<file path="config.mk">
export PLATFORM = sky130hd
export DESIGN_NAME = periph_timer_block
export DESIGN_NICKNAME = d
export VERILOG_FILES = /design/src/design/periph_pkg.sv /design/src/design/timer_reg_if.sv /design/src/design/periph_addr_decoder.sv /design/src/design/periph_read_collector.sv /design/src/design/periph_timer_block.sv /design/src/design/periph_timer_channel.sv
export SDC_FILE = /design/constraint.sdc
export NUM_CORES = 1
export LEC_CHECK = 0
export BUFFER_PORTS_ARGS = -buffer_cell sky130_fd_sc_hd__buf_2
export CAP_MARGIN = 20
export CELL_PAD_IN_SITES_DETAIL_PLACEMENT = 1
export CELL_PAD_IN_SITES_GLOBAL_PLACEMENT = 2
export CORE_UTILIZATION = 41
export CTS_CLUSTER_SIZE = 25
export DETAILED_ROUTE_END_ITERATION = 10
export HOLD_SLACK_MARGIN = 0.1
export PLACE_DENSITY_LB_ADDON = 0.1
export SLEW_MARGIN = 20
export SYNTH_ARGS = -nofsm -noshare
export SYNTH_HDL_FRONTEND = slang
export SYNTH_SLANG_ARGS = --single-unit
</file>
<file path="constraint.sdc">
create_clock -name clk -period 4.7 [get_ports clk]
set_clock_uncertainty 0.15 [all_clocks]
set_input_delay 0.235 -clock clk [delete_from_list [all_inputs] [get_ports clk]]
set_output_delay 0.235 -clock clk [all_outputs]
set_load 0.05 [all_outputs]
</file>
<file path="src/design/periph_pkg.sv">
// peripheral package: bus widths, register map, control and status bits, info constant
`default_nettype none

package periph_pkg;

    // bus and counter widths
    localparam int data_w   = 8;
    localparam int addr_w   = 8;
    localparam int reload_w = 16;

    // register map inside the peripheral window
    localparam logic [addr_w-1:0] info_offset = 8'h00;
    localparam logic [addr_w-1:0] irq_offset  = 8'h01;
    localparam logic [addr_w-1:0] chan_base   = 8'h04;
    // bytes per timer channel, must stay a power of two
    localparam int chan_span = 4;

    // per-channel register select, low address bits
    localparam logic [1:0] reg_reload_lo = 2'd0;
    localparam logic [1:0] reg_reload_hi = 2'd1;
    localparam logic [1:0] reg_control   = 2'd2;
    localparam logic [1:0] reg_status    = 2'd3;

    // control byte
    localparam int ctl_run      = 0;
    localparam int ctl_irq_en   = 1;
    localparam int ctl_one_shot = 2;

    // status byte, writing 1 to the flag bit clears it
    localparam int st_flag = 0;
    localparam int st_run  = 1;

    // upper nibble of the info register
    localparam logic [3:0] info_version = 4'h1;

endpackage

`default_nettype wire

</file>
<file path="src/design/timer_reg_if.sv">
// interface: register link between decoder, one timer channel and the read collector
`timescale 1ns/10ps
`default_nettype none

interface timer_reg_if;

    // decoder side, one-cycle strobes
    logic                          wr;
    logic                          rd;
    logic [1:0]                    reg_sel;
    logic [periph_pkg::data_w-1:0] wdata;

    // channel side
    logic [periph_pkg::data_w-1:0] rdata;
    logic                          irq;

    modport decoder (
        output wr,
        output rd,
        output reg_sel,
        output wdata
    );

    modport channel (
        input  wr,
        input  rd,
        input  reg_sel,
        input  wdata,
        output rdata,
        output irq
    );

    // collector only looks at read traffic and interrupt flags
    modport collector (
        input rd,
        input rdata,
        input irq
    );

endinterface

`default_nettype wire

</file>
<file path="src/design/periph_addr_decoder.sv">
// module periph_addr_decoder: bus strobe and address to info, irq and per-channel strobes
`timescale 1ns/10ps
`default_nettype none

module periph_addr_decoder #(
    parameter int num_channels = 4
) (
    input  wire                            enable,
    input  wire                            write_en,
    input  wire [periph_pkg::addr_w-1:0]   addr,
    input  wire [periph_pkg::data_w-1:0]   data_in,
    output logic                           info_rd,
    output logic                           irq_rd,
    timer_reg_if.decoder                   chan [num_channels]
);

    localparam int idx_w = periph_pkg::addr_w - 2;
    // size of the channel range in bytes
    localparam logic [periph_pkg::addr_w-1:0] chan_limit =
        (periph_pkg::addr_w)'(periph_pkg::chan_span * num_channels);

    logic                          rd_strobe;
    logic                          wr_strobe;
    logic [periph_pkg::addr_w-1:0] chan_offset;
    logic [idx_w-1:0]              chan_idx;
    logic                          in_range;

    assign rd_strobe = enable & ~write_en;
    assign wr_strobe = enable & write_en;

    // channel address relative to the first channel
    assign chan_offset = addr - periph_pkg::chan_base;
    assign chan_idx    = chan_offset[periph_pkg::addr_w-1:2];
    assign in_range    = (addr >= periph_pkg::chan_base) && (chan_offset < chan_limit);

    // fixed registers ahead of the channels
    assign info_rd = rd_strobe && (addr == periph_pkg::info_offset);
    assign irq_rd  = rd_strobe && (addr == periph_pkg::irq_offset);

    for (genvar i = 0; i < num_channels; i++) begin : g_chan
        localparam logic [idx_w-1:0] this_idx = (idx_w)'(i);
        logic hit;

        assign hit = in_range && (chan_idx == this_idx);

        // at most one channel sees a strobe
        assign chan[i].wr      = wr_strobe & hit;
        assign chan[i].rd      = rd_strobe & hit;
        assign chan[i].reg_sel = chan_offset[1:0];
        assign chan[i].wdata   = data_in;
    end

endmodule

`default_nettype wire

</file>
<file path="src/design/periph_read_collector.sv">
// module periph_read_collector: registered read data and the shared interrupt request
`timescale 1ns/10ps
`default_nettype none

module periph_read_collector #(
    parameter int num_channels = 4
) (
    input  wire                           clk,
    input  wire                           reset,
    input  wire                           info_rd,
    input  wire                           irq_rd,
    timer_reg_if.collector                chan [num_channels],
    output logic [periph_pkg::data_w-1:0] data_out,
    output logic                          interrupt_request
);

    logic [num_channels-1:0]       chan_rd;
    logic [num_channels-1:0]       chan_irq;
    logic [periph_pkg::data_w-1:0] chan_rdata [num_channels];
    logic [periph_pkg::data_w-1:0] chan_data;
    logic [periph_pkg::data_w-1:0] info_byte;
    logic [periph_pkg::data_w-1:0] irq_summary;

    for (genvar i = 0; i < num_channels; i++) begin : g_gather
        assign chan_rd[i]    = chan[i].rd;
        assign chan_irq[i]   = chan[i].irq;
        assign chan_rdata[i] = chan[i].rdata;
    end

    // rd is one-hot, so an OR of the gated bytes selects the channel
    always_comb begin
        chan_data = '0;
        for (int i = 0; i < num_channels; i++) begin
            if (chan_rd[i]) begin
                chan_data = chan_data | chan_rdata[i];
            end
        end
    end

    assign info_byte = {periph_pkg::info_version, 4'(num_channels)};

    // channels past bit 7 show up only in their own status register
    always_comb begin
        irq_summary = '0;
        for (int i = 0; i < num_channels; i++) begin
            if (i < periph_pkg::data_w) begin
                irq_summary[i] = chan_irq[i];
            end
        end
    end

    // data_out is valid the cycle after the strobe, zero otherwise
    always_ff @(posedge clk) begin
        if (reset) begin
            data_out          <= '0;
            interrupt_request <= 1'b0;
        end else begin
            if (info_rd) begin
                data_out <= info_byte;
            end else if (irq_rd) begin
                data_out <= irq_summary;
            end else begin
                data_out <= chan_data;
            end
            interrupt_request <= |chan_irq;
        end
    end

endmodule

`default_nettype wire

</file>
<file path="src/design/periph_timer_block.sv">
// module periph_timer_block: top level with decoder, timer channels and read collector
`timescale 1ns/10ps
`default_nettype none

module periph_timer_block #(
    parameter int num_channels = 4
) (
    input  wire                           clk,
    input  wire                           reset,
    input  wire                           enable,
    input  wire                           write_en,
    input  wire [periph_pkg::addr_w-1:0]  addr,
    input  wire [periph_pkg::data_w-1:0]  data_in,
    output logic [periph_pkg::data_w-1:0] data_out,
    output logic                          interrupt_request,
    output logic [num_channels-1:0]       timer_out
);

    logic info_rd;
    logic irq_rd;

    // one register link per channel
    timer_reg_if chan_link [num_channels] ();

    periph_addr_decoder #(
        .num_channels(num_channels)
    ) decoder_i (
        .enable  (enable),
        .write_en(write_en),
        .addr    (addr),
        .data_in (data_in),
        .info_rd (info_rd),
        .irq_rd  (irq_rd),
        .chan    (chan_link)
    );

    for (genvar i = 0; i < num_channels; i++) begin : g_timer
        periph_timer_channel channel_i (
            .clk      (clk),
            .reset    (reset),
            .bus      (chan_link[i]),
            .timer_out(timer_out[i])
        );
    end

    periph_read_collector #(
        .num_channels(num_channels)
    ) collector_i (
        .clk              (clk),
        .reset            (reset),
        .info_rd          (info_rd),
        .irq_rd           (irq_rd),
        .chan             (chan_link),
        .data_out         (data_out),
        .interrupt_request(interrupt_request)
    );

endmodule

`default_nettype wire

</file>
<file path="src/design/periph_timer_channel.sv">
// module periph_timer_channel: down counter with reload, control, flag and toggle output
`timescale 1ns/10ps
`default_nettype none

module periph_timer_channel (
    input  wire           clk,
    input  wire           reset,
    timer_reg_if.channel  bus,
    output logic          timer_out
);

    logic [periph_pkg::reload_w-1:0] reload;
    logic [periph_pkg::reload_w-1:0] counter;
    logic [periph_pkg::data_w-1:0]   control;
    logic                            flag;
    logic [periph_pkg::data_w-1:0]   status;

    logic running;
    logic expire;
    logic ctl_write;
    logic start;
    logic flag_clear;

    assign running = control[periph_pkg::ctl_run];
    assign expire  = running && (counter == '0);

    assign ctl_write  = bus.wr && (bus.reg_sel == periph_pkg::reg_control);
    // run going from 0 to 1 restarts the count from the reload value
    assign start      = ctl_write && bus.wdata[periph_pkg::ctl_run] && !running;
    assign flag_clear = bus.wr && (bus.reg_sel == periph_pkg::reg_status)
                        && bus.wdata[periph_pkg::st_flag];

    always_ff @(posedge clk) begin
        if (reset) begin
            reload    <= '0;
            counter   <= '0;
            control   <= '0;
            flag      <= 1'b0;
            timer_out <= 1'b0;
        end else begin
            // counting first, bus writes below take priority
            if (expire) begin
                counter   <= reload;
                timer_out <= ~timer_out;
                if (control[periph_pkg::ctl_one_shot]) begin
                    control[periph_pkg::ctl_run] <= 1'b0;
                end
            end else if (running) begin
                counter <= counter - 1'b1;
            end

            // a new expiry wins over a clear in the same cycle
            flag <= (flag & ~flag_clear) | expire;

            if (bus.wr) begin
                case (bus.reg_sel)
                    periph_pkg::reg_reload_lo: reload[7:0]  <= bus.wdata;
                    periph_pkg::reg_reload_hi: reload[15:8] <= bus.wdata;
                    periph_pkg::reg_control:   control      <= bus.wdata;
                    default: ;
                endcase
            end

            if (start) begin
                counter <= reload;
            end
        end
    end

    // status byte, run is read only
    always_comb begin
        status                      = '0;
        status[periph_pkg::st_flag] = flag;
        status[periph_pkg::st_run]  = running;
    end

    always_comb begin
        case (bus.reg_sel)
            periph_pkg::reg_reload_lo: bus.rdata = reload[7:0];
            periph_pkg::reg_reload_hi: bus.rdata = reload[15:8];
            periph_pkg::reg_control:   bus.rdata = control;
            default:                   bus.rdata = status;
        endcase
    end

    assign bus.irq = flag & control[periph_pkg::ctl_irq_en];

endmodule

`default_nettype wire

</file>
; ---- After elaboration in Yosys (flattened, before gate mapping)
; Index checks and enable logic that the tools add are counted.
; W data, S select, Z words.
[totals]
regBits = 177
latchBits = 0
mem_bits_rw = 0
romBits = 0
in_bits = 20
out_inout_bits = 13
elab_cells = 179
mem_count = 0
[classes]
add_sub_neg = 5
mul = 0
n_div = 0
n_lt_le_gt_ge = 2
n_eq_ne = 7
n_shift = 0
muxes = 38
n_bitwise = 34
n_reduce_logical = 61
[ops]
columns = cell, n
row1 = $mux W16, 12
row2 = $pmux W8 S3, 4
row3 = $logic_not A16 Y1, 4
row4 = $sub A16 B1 Y16 const B, 4
row5 = $mux W8, 4
row6 = $logic_and A1 B1 Y1, 31
row7 = $or A8 B8 Y8, 3
row8 = $reduce_and A2 Y1, 12
row9 = $and A1 B1 Y1, 18
row10 = $mux W1, 16
row11 = $eq A6 B2 Y1 const B, 2
row12 = $reduce_bool A3 Y1, 4
row13 = $mux W5, 2
row14 = $not A1 Y1, 9
row15 = $eq A8 B1 Y1 const B, 1
row16 = $ge A8 B3 Y1 const B, 1
row17 = $logic_not A8 Y1, 1
row18 = $lt A8 B5 Y1 const B, 1
row19 = $sub A8 B3 Y8 const B, 1
row20 = $eq A6 B1 Y1 const B, 1
row21 = $logic_not A6 Y1, 1
row22 = $eq A2 B2 Y1 const B, 2
row23 = $logic_not A1 Y1, 4
row24 = $or A1 B1 Y1, 4
row25 = other kinds (5), 5

; ---- Depth between registers and ports, before layout
; Gate-level depths: netlist (run 1).
[depth]
ltp_word = 14
depth_mapped = 8
depth_no_buf = 7

; ---- By module
; Synthesis (run 1) repeated with hierarchy kept, for this count alone.
[unflattened]
cells_unflattened = 1146
area_unflattened_um2 = 9718.1
[by_module_without_submodules]
columns = mod, instances, cells_each, area_per_inst_um2, seq_area_each_um2
row1 = periph_timer_channel, 4, 259, 2194.6, 840.8
row2 = periph_read_collector, 1, 48, 474.2, 180.2
row3 = periph_addr_decoder, 1, 62, 465.4, 0.0

; ---- Worst setup path before layout (run 1)
; No wires, ideal clock.
[synth_path]
path_type = reg-to-reg
start = reg g_timer[2].channel_i.counter[0] (netlist bit)
end = reg g_timer[2].channel_i.counter[14] (netlist bit)
setup_ns = 0.119
t_arrival_ns = 2.077
t_required_ns = 4.431
slack_ns = 2.354
path_stages_with_launch = 9
n_path_buf = 1
synth_period_minus_slack_ns = 2.346
cell_sequence = dfxtp_1 inv_1 ha_1 or3b_2 nor3_2 nand3_1 and2_1 buf_6 o221a_1
[synth_via]
elab_chain_cells = 4
word_cells_on_any_way = 7
cone_classes = 1 x add/sub / 3 x mux / 3 x reduce/logical
[synth_lines]
columns = element, line_no
row1 = "start, declared", periph_timer_channel.sv:13  ; logic [periph_pkg::reload_w-1:0] counter;
row2 = "start signal, assigned", periph_timer_channel.sv:43  ; counter <= reload;
row3 = "start signal, assigned", periph_timer_channel.sv:49  ; counter <= counter - 1'b1;
row4 = "start signal, assigned", periph_timer_channel.sv:65  ; counter <= reload;
row5 = $sub A16 B1 Y16 or $logic_not A16 Y1 (tied branches), "periph_timer_channel.sv:49, periph_timer_channel.sv:25"
row6 = $mux W16 or $logic_and A1 B1 Y1 (tied branches), "periph_timer_channel.sv:48, periph_timer_channel.sv:25"
row7 = $mux W16, periph_timer_channel.sv:42  ; if (expire) begin
row8 = $mux W16, periph_timer_channel.sv:64  ; if (start) begin
; Several ways; a longest one is shown, not always the timed one. The select of a mux whose other input is x is not followed.
; A chain may end at the register's enable or synchronous reset.

; ---- Final worst setup path (run 1)
[layout_path]
start = in data_in[0] (netlist bit)
end = reg g_timer[1].channel_i.counter[13] (netlist bit)
[layout_via]
elab_chain_cells = 3
word_cells_on_any_way = 4
cone_classes = 1 x mux / 3 x reduce/logical
[layout_lines]
columns = element, line_no
row1 = "start, declared", periph_timer_block.sv:13  ; input wire [periph_pkg::data_w-1:0] data_in,
row2 = $logic_and A1 B1 Y1 (*) (2 in series), periph_timer_channel.sv:29  ; assign start = ctl_write && bus.wdata[periph_pkg::ctl_run] && !running;
row3 = $reduce_bool A3 Y1 (no line) or $mux W16 (tied branches), n/a
row4 = "end signal, assigned", periph_timer_channel.sv:43
row5 = "end signal, assigned", periph_timer_channel.sv:49
row6 = "end signal, assigned", periph_timer_channel.sv:65
row7 = "end, declared", periph_timer_channel.sv:13
; Every way passes the cells marked *; elsewhere a longest branch is shown, timed or not.

==> impl_metrics.py, run 1 <==
metrics = {
    "run_status": {
        "status": "completed",
    },
    "synth": {
        "muxShareOfSynthArea_pct": 5.08,
        "synthArstFlopShare_pct": 0,
        "synth.most_common_cell": "nand2_1",
        "synth_warnings": 0,
        "yosysTopAreaCell": "dfxtp_1",
        "synth_top_family_by_area": "simple AND/OR/NAND/NOR gates",
        "synth.area.top_cells": "dfxtp_1 38%, a21oi_1 8.2%, nand2_1 7.9%",
        "synth-adder-area-share_pct": 0.537,
        "synth_top_area_share_pct": 38.0,
        "synth_cells": 1180,
        "synth-seq-cells": 177,
        "synth_flop_cell": "dfxtp_1",
        "synth-seq-area-share_pct": 38.0,
        "synth_cell_types": 83,
        "synth_edf_count": 0,
        "synth-simple-area-share_pct": 26.2,
        "synth_area_sq_mm": 0.00931,
        "syn_avg_cell_area_sq_um": 7.89,
        "synthXorXnorAreaFrac_pct": 1.69,
        "ys_top_cells_by_count": "196 x nand2_1, 177 x dfxtp_1, 153 x a21oi_1",
        "synth-compound-area-share_pct": 23.3,
        "syn_nets": 1204,
    },
    "route": {
        "postRouteAntennaNets": 0,
        "wl_per_cell_microns": 22.6,
        "wl_microns": 33000,
        "drt_iter0_drc": 660,
        "vias_per_cell": 6.22,
        "firstDrtPassIters": 7,
        "drc": 0,
        "num_vias": 9075,
    },
    "power_and_ir_drop": {
        "ir_worst_vdd_mv": 0.278,
        "swShare_pct": 25.5,
        "power.internal_w": 0.00236,
        "p_comb_share_pct": 5.1,
        "power_density_mw_per_mm2": 309,
        "seqPwrFrac_pct": 47.4,
        "leakagePower_nw": 3.60,
        "p_clk_share_pct": 47.6,
        "power.switching_w": 0.000809,
    },
    "cts": {
        "cts_root_buf": "clkbuf_16",
        "post_cts_buffers": 0,
        "clk_pin_slew_ns": 0.08,
        "clock_path_buffers": 2,
        "cts_buffers": 17,
        "ctsResizeCount": 0,
        "clock_sinks": 177,
        "htree_levels": 4,
        "ctsHoldBuffers": 8,
        "cts_tree": "built",
        "clk_latency_ns": 0.44,
    },
    "setup_path": {
        "crit_path_end_kind": "flop",
        "crit_start": "data_in[0]",
        "timing.rr.end": "g_timer[2].channel_i.counter[14]",
        "reg2reg_setup_slack_ns": 1.95,
        "critPathKind": "in -> reg",
        "cp.required_ns": 4.89,
        "timing.rr.start": "g_timer[2].channel_i.counter[0]",
        "worstRegToRegCells": 7,
        "crit_end": "g_timer[1].channel_i.counter[13]",
        "worstPathArrival_ns": 2.99,
        "worst-path-max-fanout": 14,
        "worstSetupStartpointType": "input port",
    },
    "global_route": {
        "grt_pass1_wl_microns": 52800,
        "grt_pass1_vias": 9025,
        "overflow": 0,
        "grt_max_degree": 87,
        "grt_antenna_before_repair": 0,
        "groute.usage.overall_pct": 29.0,
    },
    "die": {
        "chipHeight_microns": 153,
        "dieArea_sq_mm": 0.0233,
        "rows": 54,
        "initial_core_util_pct": 42.3,
        "die_w_microns": 153,
        "ios": 33,
        "core_sq_mm": 0.0220,
    },
    "sta": {
        "setup_violations": 0,
        "clock.fmax_mhz": 357,
        "worst_pin_slew_ns": 1.03,
        "finalHoldViolations": 0,
        "relSlewSlack_pct": 31.6,
        "min_period_ns": 2.80,
        "fin_crit_sh_pct": 59.7,
        "setup_tns_ns": 0,
        "rsz0062_at_grt": "no",
        "drv_slew": 0,
    },
    "placement": {
        "dpl.hpwl_microns": 22600,
        "placedCellCount": 1420,
        "portBuffers": 32,
        "globalplace.congestion": 0.886,
    },
    "final_layout": {
        "diodes": 0,
        "fin_cells": 1460,
        "fill_cells": 2677,
        "drive_gt1_share_pct": 10.3,
        "area_growth_syn_to_layout_pct": 10.0,
        "multi_input_comb_area_sq_mm": 0.00529,
        "fin_nets": 1191,
        "final-seq-area_sq_mm": 0.00354,
    },
    "job": {
        "maxCapViolations": 0,
    },
    "min_path": {
        "hold_path.class": "in -> reg",
    },
}
-- cells in the final DEF (no fill, tap or decap), types with 10 or more instances in the layout --
cell type  instances
nand2_1          196
dfxtp_1          177
a21oi_1          153
nand3_1           82
nor2_1            67
o21ai_0           45
nor3_1            34
buf_2             31
mux2i_1           27
inv_1             24
a31oi_1           20
nand4_1           17
clkbuf_16         17
buf_4             17
nor4_1            12
or3_1             12
o21a_1            12
a22oi_1           10
o22ai_1           10
o31ai_1           10
and3_1            10
xnor2_1           10
-- stage by stage --
step | total power [W] | area [sq um] | hold WS [ns] | setup WS (ns) | utilization [%]
after global placement | 0.00169 | 9560 | 0.291 | 1.79 | 43.4
after CTS | 0.00319 | 10200 | 0.135 | 1.90 | 46.5
after detailed placement | 0.00169 | 9560 | 0.302 | 1.76 | 43.4
after floorplan | 0.00163 | 9310 | 0.232 | 2.35 | -
final | 0.00317 | 10200 | 0.152 | 1.90 | 46.5
after global routing | 0.00326 | 10200 | 0.166 | 1.74 | 46.5
-- worst max-delay path, cell delays in order --
cell,delay (ns)
dlygate4sd3_1,0.52
buf_2,0.39
and4b_1,0.54
nand4_1,0.22
o21ai_1,0.57
o21ai_0,0.20
a32o_1,0.30
-- cells by family (layout without fill, tap and decap cells) --
family / after synthesis / count (layout)
adders and majority gates: 4 / 4
AOI/OAI and AO/OA: 342 / 342
DFF: 177 / 177
xor gates and xnor gates: 18 / 18
buffers and inverters: 113 / 113
muxes: 37 / 37
and+or+nand+nor: 489 / 489
-- power groups by stage --
stage	clock [W]	sequential, W	combinational [W]
detailed placement	0	0.00154	0.000153
global placement	0	0.00154	0.000153
finish	0.00151	0.00150	0.000161
floorplan	0	0.00154	0.0000971
global route	0.00158	0.00150	0.000171
CTS	0.00153	0.00150	0.000159
-- registers in the layout, indices dropped and copies added (netlist names) --
| name | cells |
|---|---|
| g_timer.channel_i.counter | 64 |
| g_timer.channel_i.reload | 64 |
| g_timer.channel_i.control | 32 |
| collector_i.data_out | 8 |
| g_timer.channel_i.flag | 4 |
| g_timer.channel_i.timer_out | 4 |
| collector_i.interrupt_request | 1 |
-- worst min path at each step --
| stage | startpoint | endpoint | slack [ns] | cells past startpoint |
|---|---|---|---|---|
| 2_1_floorplan | data_in[2] | g_timer[0].channel_i.control[2] | 0.23 | 2 |
| 3_3_place_gp | g_timer[2].channel_i.control[4] | g_timer[2].channel_i.control[4] | 0.29 | 2 |
| 3_5_place_dp | g_timer[0].channel_i.control[5] | g_timer[0].channel_i.control[5] | 0.30 | 2 |
| 4_1_cts | write_en | g_timer[3].channel_i.flag | 0.13 | 4 |
| 5_1_grt | addr[4] | collector_i.data_out[7] | 0.17 | 3 |
| 6_report | write_en | g_timer[3].channel_i.flag | 0.15 | 4 |
-- layer usage --
layer  GRT usage, %  vias up  wire [microns]
met3           4.89       44            1510
met5              0        -               0
met2           44.8      209           15000
met4           8.42        0             639
li1               -     4297               -
met1           41.3     4525           15900
-- area by class of cell --
| class | instances | area share (%) |
|---|---|---|
| multi-input combinational | 890 | 51.7 |
| sequential | 177 | 34.6 |
| clock buffer | 19 | 4.42 |
| timing repair buffer | 56 | 3.54 |
| tap | 280 | 3.42 |
| clock inverter | 13 | 1.45 |
| inverter | 25 | 0.916 |
No activity file was read; power rests on OpenSTA's default activity.
==> inputs of run 2 (changes only) <==
Settings changed: CORE_UTILIZATION 41 to 34.
Clock period 4.7 ns to 2.3 ns, I/O delays scaled along.
==> run 2 against run 1 <==
Routed wire length rose by 9.0%. Sequential cell count stayed put. Via count up 2.8%. Core utilization down 5.6 points. Register-to-register slack worse by 1.9 ns. Clock-buffer cell count rose by 1. Cell count grew 9.6%. Combinational power up 140%. Non-clock buffer count rose by 80. Power rose by 100%. Hold slack lost 0.034 ns. First-iteration DRC count is 21% lower. Critical endpoint is now g_timer[2].channel_i.counter[5]. Largest power group is now sequential cells.
==> impl_metrics.py, run 2 (same netlist as run 1, synthesis figures left out) <==
metrics = {
    "run_status": {
        "status": "completed",
    },
    "setup_path": {
        "worstSetupStartpointType": "flop",
        "cp.required_ns": 2.55,
        "critPathTopFamily": "simple AND/OR/NAND/NOR gates",
        "slowest_delay_ns": 0.41,
        "crit_path_end_kind": "flop",
        "worstPathArrival_ns": 2.48,
        "slowest_stage": "or3b_4",
        "cp_cell_sequence": "inv_2, ha_2, or3b_4, or3_4, o21ai_4, buf_4, o21a_1, o221a_1",
        "critPathKind": "reg -> reg",
        "worst-path-max-fanout": 6,
        "crit_buf_inv": 2,
    },
    "die": {
        "rows": 60,
        "chipHeight_microns": 168,
        "die_w_microns": 168,
        "dieArea_sq_mm": 0.0281,
        "core_sq_mm": 0.0269,
        "ios": 33,
        "initial_core_util_pct": 34.7,
    },
    "global_route": {
        "met3_usage_pct": 3.73,
        "grt_pass1_vias": 9553,
        "grtUsageMet2_pct": 41.0,
        "top_usage_layer": "met2",
        "grt_max_degree": 47,
        "overflow": 0,
        "grt_use_met1_pct": 36.7,
        "grt_antenna_before_repair": 0,
        "grt_pass1_wl_microns": 56300,
        "groute.usage.overall_pct": 26.1,
    },
    "sta": {
        "setup_violations": 0,
        "fin_crit_sh_pct": 97.0,
        "finalHoldViolations": 0,
        "setup_tns_ns": 0,
        "clock.fmax_mhz": 448,
        "timing.hold.ws_ns": 0.118,
        "drv_slew": 0,
        "relSlewSlack_pct": 59.7,
        "min_period_ns": 2.23,
        "worst_pin_slew_ns": 0.603,
    },
    "final_layout": {
        "layout_common_cells": "196 x nand2_1, 176 x dfxtp_1, 152 x a21oi_1, 89 x buf_4, 81 x nand3_1",
        "fill_cells": 3243,
        "drive_gt1_share_pct": 16.4,
        "layout_commonest_cell": "nand2_1",
        "area_growth_syn_to_layout_pct": 18.1,
        "fin_cells": 1600,
        "diodes": 0,
        "reg.largest.list": "g_timer.channel_i.counter: 64 flops, g_timer.channel_i.reload: 64 flops, g_timer.channel_i.control: 32 flops",
        "fin_nets": 1271,
    },
    "cts": {
        "clock_sinks": 177,
        "cts_tree": "built",
        "clk_pin_slew_ns": 0.08,
        "cts_buffers": 17,
        "clock_path_buffers": 2,
        "clk_latency_ns": 0.45,
        "cts_root_buf": "clkbuf_16",
        "htree_levels": 4,
    },
    "route": {
        "drc": 0,
        "num_vias": 9325,
        "postRouteAntennaNets": 0,
        "firstDrtPassIters": 7,
        "wl_microns": 36000,
        "wl_per_cell_microns": 22.5,
        "drt_iter0_drc": 521,
        "vias_per_cell": 5.83,
    },
    "power_and_ir_drop": {
        "power_density_mw_per_mm2": 576,
        "ir_worst_vdd_mv": 0.408,
        "leakagePower_nw": 3.99,
    },
    "job": {
        "maxCapViolations": 0,
    },
    "min_path": {
        "hold_path.class": "in -> reg",
    },
    "placement": {
        "portBuffers": 32,
        "dpl.hpwl_microns": 25500,
        "placedCellCount": 1556,
        "globalplace.congestion": 0.919,
    },
}
## run 2: final timing paths
kind,cells after the start,end,slack (ns),start
setup reg to reg,8,g_timer[2].channel_i.counter[5],0.07,g_timer[2].channel_i.counter[1]
hold reg to reg,2,g_timer[1].channel_i.control[4],0.30,g_timer[1].channel_i.control[4]
hold / removal,5,collector_i.data_out[3],0.12,addr[5]
setup / recovery,8,g_timer[2].channel_i.counter[5],0.07,g_timer[2].channel_i.counter[1]
## run 2: power breakdown
part | switching (W) | internal [W] | leakage [nW] | total, W
Clock | 0.00136 | 0.00153 | 0.260 | 0.00288
Combinational | 0.000271 | 0.000118 | 2.30 | 0.000389
Sequential | 0.00000288 | 0.00306 | 1.43 | 0.00307
## run 2: metal layers
layer / part of all wire [%] / routed length [microns]
met5: 0 / 0
met4: 2.1 / 762
met3: 4.7 / 1700
met2: 45 / 16300
met1: 48 / 17200
## run 2: tightest hold or removal path: cells and delay by family
family	cells	cell delay [ns]
buffers and inverters	1	0.13
and+or+nand+nor	3	0.34
AOI/OAI and AO/OA	1	0.07
## run 2: area by class of cell
class | instances | area (sq um) | area share [%]
Tap cell | 341 | 427 | 3.88
Timing Repair Buffer | 136 | 1030 | 9.39
Clock inverter | 11 | 105 | 0.955
Multi-Input combinational cell | 890 | 5350 | 48.6
Inverter | 25 | 93.8 | 0.853
Sequential cell | 177 | 3540 | 32.2
Clock buffer | 20 | 447 | 4.06
## run 2: what timing repair did
item	in CTS	in global routing
endpoints found under the setup margin	4	54
hold endpoints to repair	111	0
setup buffers	0	2
gates resized for setup	2	13
pin swaps	0	3
hold buffers	11	0
## run 2: through the flow
step                instance area, sq um  setup WS [ns]  power [W]  utilization (%)
floorplan                           9320         0.0326    0.00334                -
global placement                   10300        0.00495    0.00351             38.2
finish                             11000         0.0681    0.00634             40.9
detailed placement                 10300        -0.0225    0.00350             38.2
global route                       11000        -0.0120    0.00652             40.9
CTS                                10900      -0.000571    0.00640             40.7
